## src/cop_defs.svh

```systemverilog
`ifndef COP_DEFS_SVH
`define COP_DEFS_SVH

// --------------------
// Instruction encoding

`define COP_OPCODE      7'b0001011      // custom-0 major opcode

`define COP_RD_LSB      7               // rd, bits 11..7
`define COP_FUNCT_LSB   12              // funct, bits 14..12
`define COP_CRS1_LSB    15              // crs1, bits 18..15
`define COP_CRS2_LSB    19              // crs2, bits 22..19
`define COP_PW_LSB      23              // Pack width, bits 24..23
`define COP_ZERO_LSB    25              // Must be zero, bits 31..25

// Function codes, 6 and 7 are reserved
`define COP_F_MV2GPR    3'd0
`define COP_F_MV2COP    3'd1
`define COP_F_ADD_PX    3'd2
`define COP_F_SUB_PX    3'd3
`define COP_F_CMOV      3'd4
`define COP_F_CMOVN     3'd5

// Pack width codes, 3 is reserved
`define COP_PW_32       2'd0
`define COP_PW_16       2'd1
`define COP_PW_8        2'd2

// --------------------
// Result codes and state size

`define COP_RES_OK      3'd0
`define COP_RES_INVALID 3'd1

`define COP_NUM_CPRS    16

`endif

```

## src/cop_pkg.sv

```systemverilog
`include "cop_defs.svh"

package cop_pkg;

    // --------------------
    // Data and index types

    typedef logic [31:0] word_t;                            // GPR or CPR word
    typedef logic [$clog2(`COP_NUM_CPRS)-1:0] cpr_addr_t;   // CPR index
    typedef logic [4:0] gpr_addr_t;                         // GPR index
    typedef logic [`COP_NUM_CPRS-1:0] cpr_mask_t;           // One bit per CPR
    typedef logic [2:0] cop_result_t;                       // Execution result code

    // --------------------
    // Decoded operations

    typedef enum logic [2:0] {
        op_invalid = 3'd0,  // Anything the decoder rejects
        op_mv2gpr  = 3'd1,  // GPR <- crs1
        op_mv2cop  = 3'd2,  // crd <- rs1
        op_add_px  = 3'd3,  // Packed add
        op_sub_px  = 3'd4,  // Packed subtract
        op_cmov    = 3'd5,  // Move if crs2 nonzero
        op_cmovn   = 3'd6   // Move if crs2 zero
    } cop_op_e;

    // Lane widths for the packed arithmetic
    typedef enum logic [1:0] {
        pw_32 = `COP_PW_32,
        pw_16 = `COP_PW_16,
        pw_8  = `COP_PW_8
    } pack_width_e;

endpackage

```

## src/cop_decode.sv

```systemverilog
`timescale 1ns/100ps

`include "cop_defs.svh"

module cop_decode (
    input  logic                  g_clk,
    input  logic                  g_resetn,

    input  logic                  cop_insn_valid,   // Instruction strobe
    input  cop_pkg::word_t        cop_insn_enc,     // Raw encoding
    input  cop_pkg::word_t        cop_rs1,          // GPR operand

    output logic                  dec_valid,        // One cycle per decoded instruction
    output cop_pkg::cop_op_e      dec_op,
    output cop_pkg::gpr_addr_t    dec_rd,
    output cop_pkg::cpr_addr_t    dec_crs1,
    output cop_pkg::cpr_addr_t    dec_crs2,
    output cop_pkg::pack_width_e  dec_pw,
    output cop_pkg::word_t        dec_rs1
);

    import cop_pkg::*;

    // --------------------
    // Field extraction

    logic [6:0]  f_opcode;
    logic [6:0]  f_zero;
    logic [2:0]  f_funct;
    logic [1:0]  f_pw;
    gpr_addr_t   f_rd;
    cpr_addr_t   f_crs1;
    cpr_addr_t   f_crs2;

    logic        hdr_ok;        // Opcode matches and reserved bits clear
    logic        pw_ok;         // Pack width code is legal
    pack_width_e pw_dec;
    cop_op_e     op_dec;

    assign f_opcode = cop_insn_enc[6:0];
    assign f_rd     = cop_insn_enc[`COP_RD_LSB +: 5];
    assign f_funct  = cop_insn_enc[`COP_FUNCT_LSB +: 3];
    assign f_crs1   = cop_insn_enc[`COP_CRS1_LSB +: 4];
    assign f_crs2   = cop_insn_enc[`COP_CRS2_LSB +: 4];
    assign f_pw     = cop_insn_enc[`COP_PW_LSB +: 2];
    assign f_zero   = cop_insn_enc[`COP_ZERO_LSB +: 7];

    assign hdr_ok = (f_opcode == `COP_OPCODE) && (f_zero == 7'd0);

    // Pack width, code 3 falls back to 32 bits and flags illegal
    always_comb
    begin
        pw_ok = 1'b1;
        case (f_pw)
            `COP_PW_32: pw_dec = pw_32;
            `COP_PW_16: pw_dec = pw_16;
            `COP_PW_8:  pw_dec = pw_8;
            default:
            begin
                pw_dec = pw_32;
                pw_ok  = 1'b0;
            end
        endcase
    end

    // Operation select
    always_comb
    begin
        op_dec = op_invalid;
        if (hdr_ok)
        begin
            case (f_funct)
                `COP_F_MV2GPR: op_dec = op_mv2gpr;
                `COP_F_MV2COP: op_dec = op_mv2cop;
                `COP_F_ADD_PX: op_dec = pw_ok ? op_add_px : op_invalid;
                `COP_F_SUB_PX: op_dec = pw_ok ? op_sub_px : op_invalid;
                `COP_F_CMOV:   op_dec = op_cmov;
                `COP_F_CMOVN:  op_dec = op_cmovn;
                default:       op_dec = op_invalid;     // Codes 6 and 7
            endcase
        end
    end

    // --------------------
    // Decode register

    always_ff @(posedge g_clk)
    begin
        if (!g_resetn)
        begin
            dec_valid <= 1'b0;
            dec_op    <= op_invalid;
        end
        else
        begin
            dec_valid <= cop_insn_valid;    // Drops on idle cycles
            if (cop_insn_valid)
                dec_op <= op_dec;
        end
    end

    // Operand fields, only loaded with a new instruction
    always_ff @(posedge g_clk)
    begin
        if (cop_insn_valid)
        begin
            dec_rd   <= f_rd;
            dec_crs1 <= f_crs1;
            dec_crs2 <= f_crs2;
            dec_pw   <= pw_dec;
            dec_rs1  <= cop_rs1;
        end
    end

endmodule

```

## src/cop_cpr_file.sv

```systemverilog
`timescale 1ns/100ps

`include "cop_defs.svh"

module cop_cpr_file (
    input  logic                g_clk,
    input  logic                g_resetn,

    // Read ports, combinational
    input  cop_pkg::cpr_addr_t  crs1_addr,
    input  cop_pkg::cpr_addr_t  crs2_addr,
    output cop_pkg::word_t      crs1_data,
    output cop_pkg::word_t      crs2_data,

    // Write port, takes effect on the clock edge
    input  logic                cpr_wen,
    input  cop_pkg::cpr_addr_t  cpr_waddr,
    input  cop_pkg::word_t      cpr_wdata
);

    import cop_pkg::*;

    // --------------------
    // Register array

    word_t cprs [`COP_NUM_CPRS];

    always_ff @(posedge g_clk)
    begin
        if (!g_resetn)
        begin
            for (int i = 0; i < `COP_NUM_CPRS; i++)
                cprs[i] <= '0;                  // All CPRs start at zero
        end
        else if (cpr_wen)
        begin
            cprs[cpr_waddr] <= cpr_wdata;
        end
    end

    // --------------------
    // Read ports

    // No bypass. A write lands after the edge and is seen from the next cycle
    assign crs1_data = cprs[crs1_addr];
    assign crs2_data = cprs[crs2_addr];

endmodule

```

## src/cop_execute.sv

```systemverilog
`timescale 1ns/100ps

`include "cop_defs.svh"

module cop_execute (
    input  logic                  g_clk,
    input  logic                  g_resetn,

    // From the decoder
    input  logic                  dec_valid,
    input  cop_pkg::cop_op_e      dec_op,
    input  cop_pkg::gpr_addr_t    dec_rd,
    input  cop_pkg::cpr_addr_t    dec_crs1,
    input  cop_pkg::cpr_addr_t    dec_crs2,
    input  cop_pkg::pack_width_e  dec_pw,
    input  cop_pkg::word_t        dec_rs1,

    // CPR read data
    input  cop_pkg::word_t        crs1_data,
    input  cop_pkg::word_t        crs2_data,

    // CPR write port
    output logic                  cpr_wen,
    output cop_pkg::cpr_addr_t    cpr_waddr,
    output cop_pkg::word_t        cpr_wdata,

    // Registered results
    output cop_pkg::cop_result_t  cop_result,
    output cop_pkg::cpr_mask_t    cop_cprs_read,
    output cop_pkg::cpr_mask_t    cop_cprs_written,
    output logic                  cop_rd_wen,
    output cop_pkg::gpr_addr_t    cop_rd_addr,
    output cop_pkg::word_t        cop_rd_data
);

    import cop_pkg::*;

    function automatic cpr_mask_t cpr_onehot(input cpr_addr_t addr);
        cpr_onehot = cpr_mask_t'(1) << addr;
    endfunction

    logic       px_sub;         // Subtract mode for the packed adder
    word_t      opb;            // Second adder operand
    logic [3:0] lane_start;     // Byte i begins a new lane
    word_t      px_sum;
    logic       crs2_nz;
    logic       cmov_take;      // Conditional move condition holds
    logic       wr_en_op;
    word_t      wr_data;
    cpr_mask_t  read_mask;
    logic       is_mv2gpr;

    // --------------------
    // Packed add and subtract

    // a - b as a + ~b + 1, with the +1 entering at every lane start
    assign px_sub = (dec_op == op_sub_px);
    assign opb    = px_sub ? ~crs2_data : crs2_data;

    assign lane_start[0] = 1'b1;
    assign lane_start[1] = (dec_pw == pw_8);
    assign lane_start[2] = (dec_pw != pw_32);
    assign lane_start[3] = (dec_pw == pw_8);

    always_comb
    begin
        logic [8:0] bsum;
        logic       carry;
        carry = px_sub;
        for (int i = 0; i < 4; i++)
        begin
            if (lane_start[i])
                carry = px_sub;                 // Break the chain at the lane edge
            bsum = {1'b0, crs1_data[8*i +: 8]} + {1'b0, opb[8*i +: 8]} + {8'd0, carry};
            px_sum[8*i +: 8] = bsum[7:0];
            carry = bsum[8];
        end
    end

    // --------------------
    // Conditional moves

    assign crs2_nz   = |crs2_data;
    assign cmov_take = ((dec_op == op_cmov) && crs2_nz) ||
                       ((dec_op == op_cmovn) && !crs2_nz);

    // Write data, write enable and read mask per operation
    always_comb
    begin
        wr_en_op  = 1'b0;
        wr_data   = crs1_data;
        read_mask = '0;
        case (dec_op)
            op_mv2gpr: read_mask = cpr_onehot(dec_crs1);
            op_mv2cop:
            begin
                wr_en_op = 1'b1;
                wr_data  = dec_rs1;             // GPR operand straight in
            end
            op_add_px, op_sub_px:
            begin
                wr_en_op  = 1'b1;
                wr_data   = px_sum;
                read_mask = cpr_onehot(dec_crs1) | cpr_onehot(dec_crs2);
            end
            op_cmov, op_cmovn:
            begin
                wr_en_op  = cmov_take;
                read_mask = cpr_onehot(dec_crs1) | cpr_onehot(dec_crs2);
            end
            default: wr_en_op = 1'b0;           // Invalid touches nothing
        endcase
    end

    assign cpr_wen   = dec_valid && wr_en_op;
    assign cpr_waddr = dec_rd[$bits(cpr_addr_t)-1:0];    // crd is the low bits of rd
    assign cpr_wdata = wr_data;

    assign is_mv2gpr = (dec_op == op_mv2gpr);

    // --------------------
    // Result registers

    always_ff @(posedge g_clk)
    begin
        if (!g_resetn)
        begin
            cop_result       <= `COP_RES_OK;
            cop_cprs_read    <= '0;
            cop_cprs_written <= '0;
            cop_rd_wen       <= 1'b0;
            cop_rd_addr      <= '0;
            cop_rd_data      <= '0;
        end
        else if (dec_valid)                     // Hold through idle cycles
        begin
            cop_result       <= (dec_op == op_invalid) ? `COP_RES_INVALID : `COP_RES_OK;
            cop_cprs_read    <= read_mask;
            cop_cprs_written <= cpr_wen ? cpr_onehot(cpr_waddr) : '0;
            cop_rd_wen       <= is_mv2gpr;
            cop_rd_addr      <= is_mv2gpr ? dec_rd : '0;
            cop_rd_data      <= is_mv2gpr ? crs1_data : '0;
        end
    end

endmodule

```

## src/cop_ise.sv

```systemverilog
`timescale 1ns/100ps

module cop_ise (
    input  logic                  g_clk,
    input  logic                  g_resetn,

    // Instruction input
    input  logic                  cop_insn_valid,
    input  cop_pkg::word_t        cop_insn_enc,
    input  cop_pkg::word_t        cop_rs1,

    // Per-instruction results, two cycles after issue
    output cop_pkg::cop_result_t  cop_result,
    output cop_pkg::cpr_mask_t    cop_cprs_read,
    output cop_pkg::cpr_mask_t    cop_cprs_written,
    output logic                  cop_rd_wen,
    output cop_pkg::gpr_addr_t    cop_rd_addr,
    output cop_pkg::word_t        cop_rd_data
);

    import cop_pkg::*;

    // --------------------
    // Stage wiring

    logic        dec_valid;
    cop_op_e     dec_op;
    gpr_addr_t   dec_rd;
    cpr_addr_t   dec_crs1;
    cpr_addr_t   dec_crs2;
    pack_width_e dec_pw;
    word_t       dec_rs1;

    word_t       crs1_data;     // CPR file read data
    word_t       crs2_data;

    logic        cpr_wen;       // Execute stage writeback
    cpr_addr_t   cpr_waddr;
    word_t       cpr_wdata;

    // Decode stage
    cop_decode u_decode (
        .g_clk          (g_clk),
        .g_resetn       (g_resetn),
        .cop_insn_valid (cop_insn_valid),
        .cop_insn_enc   (cop_insn_enc),
        .cop_rs1        (cop_rs1),
        .dec_valid      (dec_valid),
        .dec_op         (dec_op),
        .dec_rd         (dec_rd),
        .dec_crs1       (dec_crs1),
        .dec_crs2       (dec_crs2),
        .dec_pw         (dec_pw),
        .dec_rs1        (dec_rs1)
    );

    // Coprocessor register file
    cop_cpr_file u_cpr_file (
        .g_clk     (g_clk),
        .g_resetn  (g_resetn),
        .crs1_addr (dec_crs1),
        .crs2_addr (dec_crs2),
        .crs1_data (crs1_data),
        .crs2_data (crs2_data),
        .cpr_wen   (cpr_wen),
        .cpr_waddr (cpr_waddr),
        .cpr_wdata (cpr_wdata)
    );

    // Execute stage
    cop_execute u_execute (
        .g_clk            (g_clk),
        .g_resetn         (g_resetn),
        .dec_valid        (dec_valid),
        .dec_op           (dec_op),
        .dec_rd           (dec_rd),
        .dec_crs1         (dec_crs1),
        .dec_crs2         (dec_crs2),
        .dec_pw           (dec_pw),
        .dec_rs1          (dec_rs1),
        .crs1_data        (crs1_data),
        .crs2_data        (crs2_data),
        .cpr_wen          (cpr_wen),
        .cpr_waddr        (cpr_waddr),
        .cpr_wdata        (cpr_wdata),
        .cop_result       (cop_result),
        .cop_cprs_read    (cop_cprs_read),
        .cop_cprs_written (cop_cprs_written),
        .cop_rd_wen       (cop_rd_wen),
        .cop_rd_addr      (cop_rd_addr),
        .cop_rd_data      (cop_rd_data)
    );

endmodule

```

## config.mk

```make
export PLATFORM = sky130hd
export DESIGN_NAME = cop_ise
export DESIGN_NICKNAME = d
export VERILOG_FILES = /design/src/cop_pkg.sv /design/src/cop_decode.sv /design/src/cop_cpr_file.sv /design/src/cop_execute.sv /design/src/cop_ise.sv
export VERILOG_INCLUDE_DIRS = /design/src
export SDC_FILE = /design/constraint.sdc
export NUM_CORES = 1
export LEC_CHECK = 0
export ABC_CLOCK_PERIOD_IN_PS = 20300
export BUFFER_PORTS_ARGS = -buffer_cell sky130_fd_sc_hd__buf_2
export CORE_MARGIN = 2
export CORE_UTILIZATION = 55
export CTS_CLUSTER_DIAMETER = 200
export DETAILED_ROUTE_END_ITERATION = 10
export PLACE_DENSITY = 0.84
export SLEW_MARGIN = 20
export SYNTH_ARGS = -nofsm -noshare
export SYNTH_HDL_FRONTEND = slang
export SYNTH_SLANG_ARGS = --single-unit
```

## constraint.sdc

```tcl
create_clock -name g_clk -period 20.3 [get_ports g_clk]
set_input_delay 4.06 -clock g_clk [delete_from_list [all_inputs] [get_ports g_clk]]
set_output_delay 4.06 -clock g_clk [all_outputs]
set_load 0.02 [all_outputs]
```

==> flow_summary.ini <==
[sta]
finalMaxSlewViolations = 0
setup-tns-final_ps = 0
fmax_mhz = 83.1
period_share = 0.593
worst_slew_pin_slew_ps = 1200
finalSetupViolations = 0
period_needed_ps = 12030
skew_ps = 42.7
finalHoldViolations = 0
holdWs_ps = 449
rsz0062_at_grt = no
maxSlewHeadroom = 0.197

[drt]
first_pass_iters = 9
final_antenna_net_count = 0
highest_layer = met5
drt_wl_total_um = 103000
routed-wl-met2_um = 46400
drc = 0
vias = 23100
wl_per_cell_um = 32.9
met1_length_um = 30500
met3_length_um = 17300
drt-initial-drc-count = 4217
viasPerCell = 7.36

[place]
dpl.hpwl_um = 55800
finalWeightedCongestion = 0.895
place_area_um2 = 33500
io_buffers = 137

[die]
start_util = 0.554
coreArea_um2 = 57400
io_pins = 140
die_x_um = 244
die_area_um2 = 59700
rows = 88
die_h_um = 244

[synthesis]
syn-cell-area_um2 = 31800
yosysWarnings = 0
synth_top_family_by_area = multiplexers
async_flop_share = 0
avgSynthCellArea_um2 = 14.3
ys.flop_type = edfxtp_1
synthAdderAreaFrac = 0.0150
ys_ff_latch = 642
synth_cell_types = 59
synth_simple_gate_area_frac = 0.0948
synth.area.mux_share = 0.209
netlist_instances = 2228
yosysSeqAreaShare = 0.581
synth-xor-area-share = 0.0149
synth_edf_count = 559
synth_compound_area_frac = 0.0567

[finish]
fin_nets = 2421
final_core_util = 0.623
area_growth_pct = 12.6
fill_cells = 3901
drive_above_1_share = 0.283
stdcell_area_um2 = 35800

[status]
status = complete, no violations

[global_route]
grt_first_pass_wirelength_um = 150000
antenna_found_initial = 1
grt_max_degree = 101
grt_pass1_vias = 23700
gr-total-overflow = 0
track_usage = 0.347

[clock_tree]
numCtsBuffers = 67
cts_setup_buffers = 0
htree_levels = 3
clk_pin_slew_ps = 60
clock_latency_ps = 640
clockRootBuffer = clkbuf_16
holdBufCountCts = 0
cts_tree = yes
cts.sink_count = 642
ctsResizeCount = 0
clockBufferDepth = 3

[setup_path]
crit_path_top_delay_cell = dfxtp_4
r2r_end = u_cpr_file.cprs[11][31]
path_buf_inv = 3
rr_worst_depth = 45
critPathMaxFanout = 48
cp-end-kind = register
crit_family = compound AO/OA/AOI/OAI gates
start_kind = register
cp_slowest_stage_delay_ps = 920
critPathRequiredTime_ps = 20640
path_class = reg2reg
cp.arrival_ps = 12370
crit_top_cell = a21oi_1
regToRegSetupSlack_ps = 8270

[pwr]
netSwitchingFraction = 0.269
peakVddDrop_v = 0.0000600
clkPwrFrac = 0.383
p_leak_nw = 13.1
power_density_nw_per_um2 = 93.7
switching_power_uw = 903
internal_power_mw = 2.45
combPwrFrac = 0.162
seqPwrFrac = 0.454

[worst_hold_path]
min_to = u_execute.cop_cprs_written[3]
holdPathStages = 2
hold_start = u_execute.cop_cprs_written[3]
min_path_type = reg2reg

[run]
drv_cap = 0
-- through the flow --
stage	cells	setup slack (ps)	power, mW
after floorplan	2229	10310	1.89
after global placement	3016	9000	2.04
after detailed placement	3016	8810	2.06
after CTS	3139	8420	3.32
after global routing	3139	7600	3.42
final	3140	8270	3.35
-- worst max path at each step --
stage / cells after the start / slack [ps] / to
after detailed placement: 45 / 8810 / u_cpr_file.cprs[11][31]
after CTS: 45 / 8420 / u_cpr_file.cprs[4][30]
final: 45 / 8270 / u_cpr_file.cprs[11][31]
after global routing: 45 / 7600 / u_cpr_file.cprs[15][31]
after global placement: 45 / 9000 / u_cpr_file.cprs[11][30]
after floorplan: 46 / 10310 / u_cpr_file.cprs[10][30]
-- worst register-to-register path: cells and delay by family, from the launching register on --
family,cells,cell delay [ps]
mux,2,990
simple gates,8,800
compound gates,25,4920
fa+ha+maj,6,2670
xor+xnor,1,120
buf+inv,3,1330
flops,1,920
-- layout by cell type, fill, tap and decap left out, types with 22 or more instances in the layout --
master	count
edfxtp_1	559
nor2_1	546
mux4_2	286
buf_2	136
nand2_1	93
buf_4	82
dfxtp_1	76
a22oi_1	72
clkbuf_16	70
a22o_1	43
xor2_1	32
ha_1	27
nor2b_1	26
a21oi_1	25
xnor2_1	22
-- layer usage --
layer | vias to the layer above | track usage
met3 | 732 | 0.134
met4 | 2 | 0.238
met2 | 2511 | 0.530
met1 | 11100 | 0.408
met5 | - | 0
li1 | 8755 | -
-- synth_stat cells, drive strengths merged, types with 2 or more instances --
| cell type | instances | share of area |
|---|---|---|
| mux2 | 10 | 0.0037 |
| a32oi | 5 | 0.0014 |
| mux4 | 286 | 0.20 |
| nor3b | 3 | 0.00071 |
| a21o | 10 | 0.0024 |
| a22o | 43 | 0.012 |
| nor4 | 9 | 0.0018 |
| a222oi | 11 | 0.0035 |
| mux2i | 7 | 0.0022 |
| inv | 12 | 0.0014 |
| and3b | 2 | 0.00055 |
| a22oi | 73 | 0.017 |
| xnor2 | 22 | 0.0061 |
| a31oi | 3 | 0.00059 |
| fa | 7 | 0.0044 |
| dfxtp | 83 | 0.052 |
| buf | 99 | 0.016 |
| nor2b | 28 | 0.0055 |
| o21ai | 38 | 0.0060 |
| nand3 | 22 | 0.0036 |
| and3 | 6 | 0.0012 |
| nand2b | 4 | 0.00079 |
| xor2 | 32 | 0.0088 |
| and2 | 5 | 0.00098 |
| and4 | 3 | 0.00083 |
| nor3 | 6 | 0.00095 |
| o21bai | 9 | 0.0021 |
| o31a | 2 | 0.00055 |
| nor2 | 547 | 0.065 |
| a21oi | 33 | 0.0052 |
| a211oi | 2 | 0.00047 |
| nand2 | 93 | 0.011 |
| nand3b | 3 | 0.00071 |
| edfxtp | 559 | 0.53 |
| clkbuf | 98 | 0.012 |
| ha | 27 | 0.011 |
| a221oi | 12 | 0.0033 |
-- power groups by stage --
stage	Sequential, mW	Clock [mW]	Combinational [mW]
2_1_floorplan	1.52	0	0.373
3_3_place_gp	1.54	0	0.497
3_5_place_dp	1.55	0	0.512
4_1_cts	1.52	1.28	0.522
5_1_grt	1.53	1.33	0.563
6_report	1.52	1.28	0.543
-- area by class of cell --
class | count | area [um2] | area share
sequential | 642 | 18500 | 0.516
timing repair buffer | 219 | 1320 | 0.0368
multi-input combinational | 1378 | 12700 | 0.356
antenna | 1 | 2.50 | 0.0000700
tap | 765 | 957 | 0.0268
inverter | 12 | 45.0 | 0.00126
clock inverter | 30 | 378 | 0.0106
clock buffer | 93 | 1880 | 0.0525
-- kinds of logic after synthesis --
kind of cell | count (synthesis)
simple gates | 737
flops | 642
xor+xnor | 54
buf+inv | 209
fa+ha+maj | 34
other cells | 1
mux | 303
compound gates | 248
-- registers in the layout, indices dropped and copies added, names as in the netlist, 4 cells and up, named ones only --
register and cells:
u_decode.dec_crs2 4, u_cpr_file.cprs 512, u_decode.dec_rs1 32, u_execute.cop_cprs_read 16, u_execute.cop_cprs_written 16, u_execute.cop_rd_addr 5
u_execute.cop_rd_data 32, u_decode.dec_crs1 4, u_decode.dec_rd 5
Power figures use the tool's default switching activity.
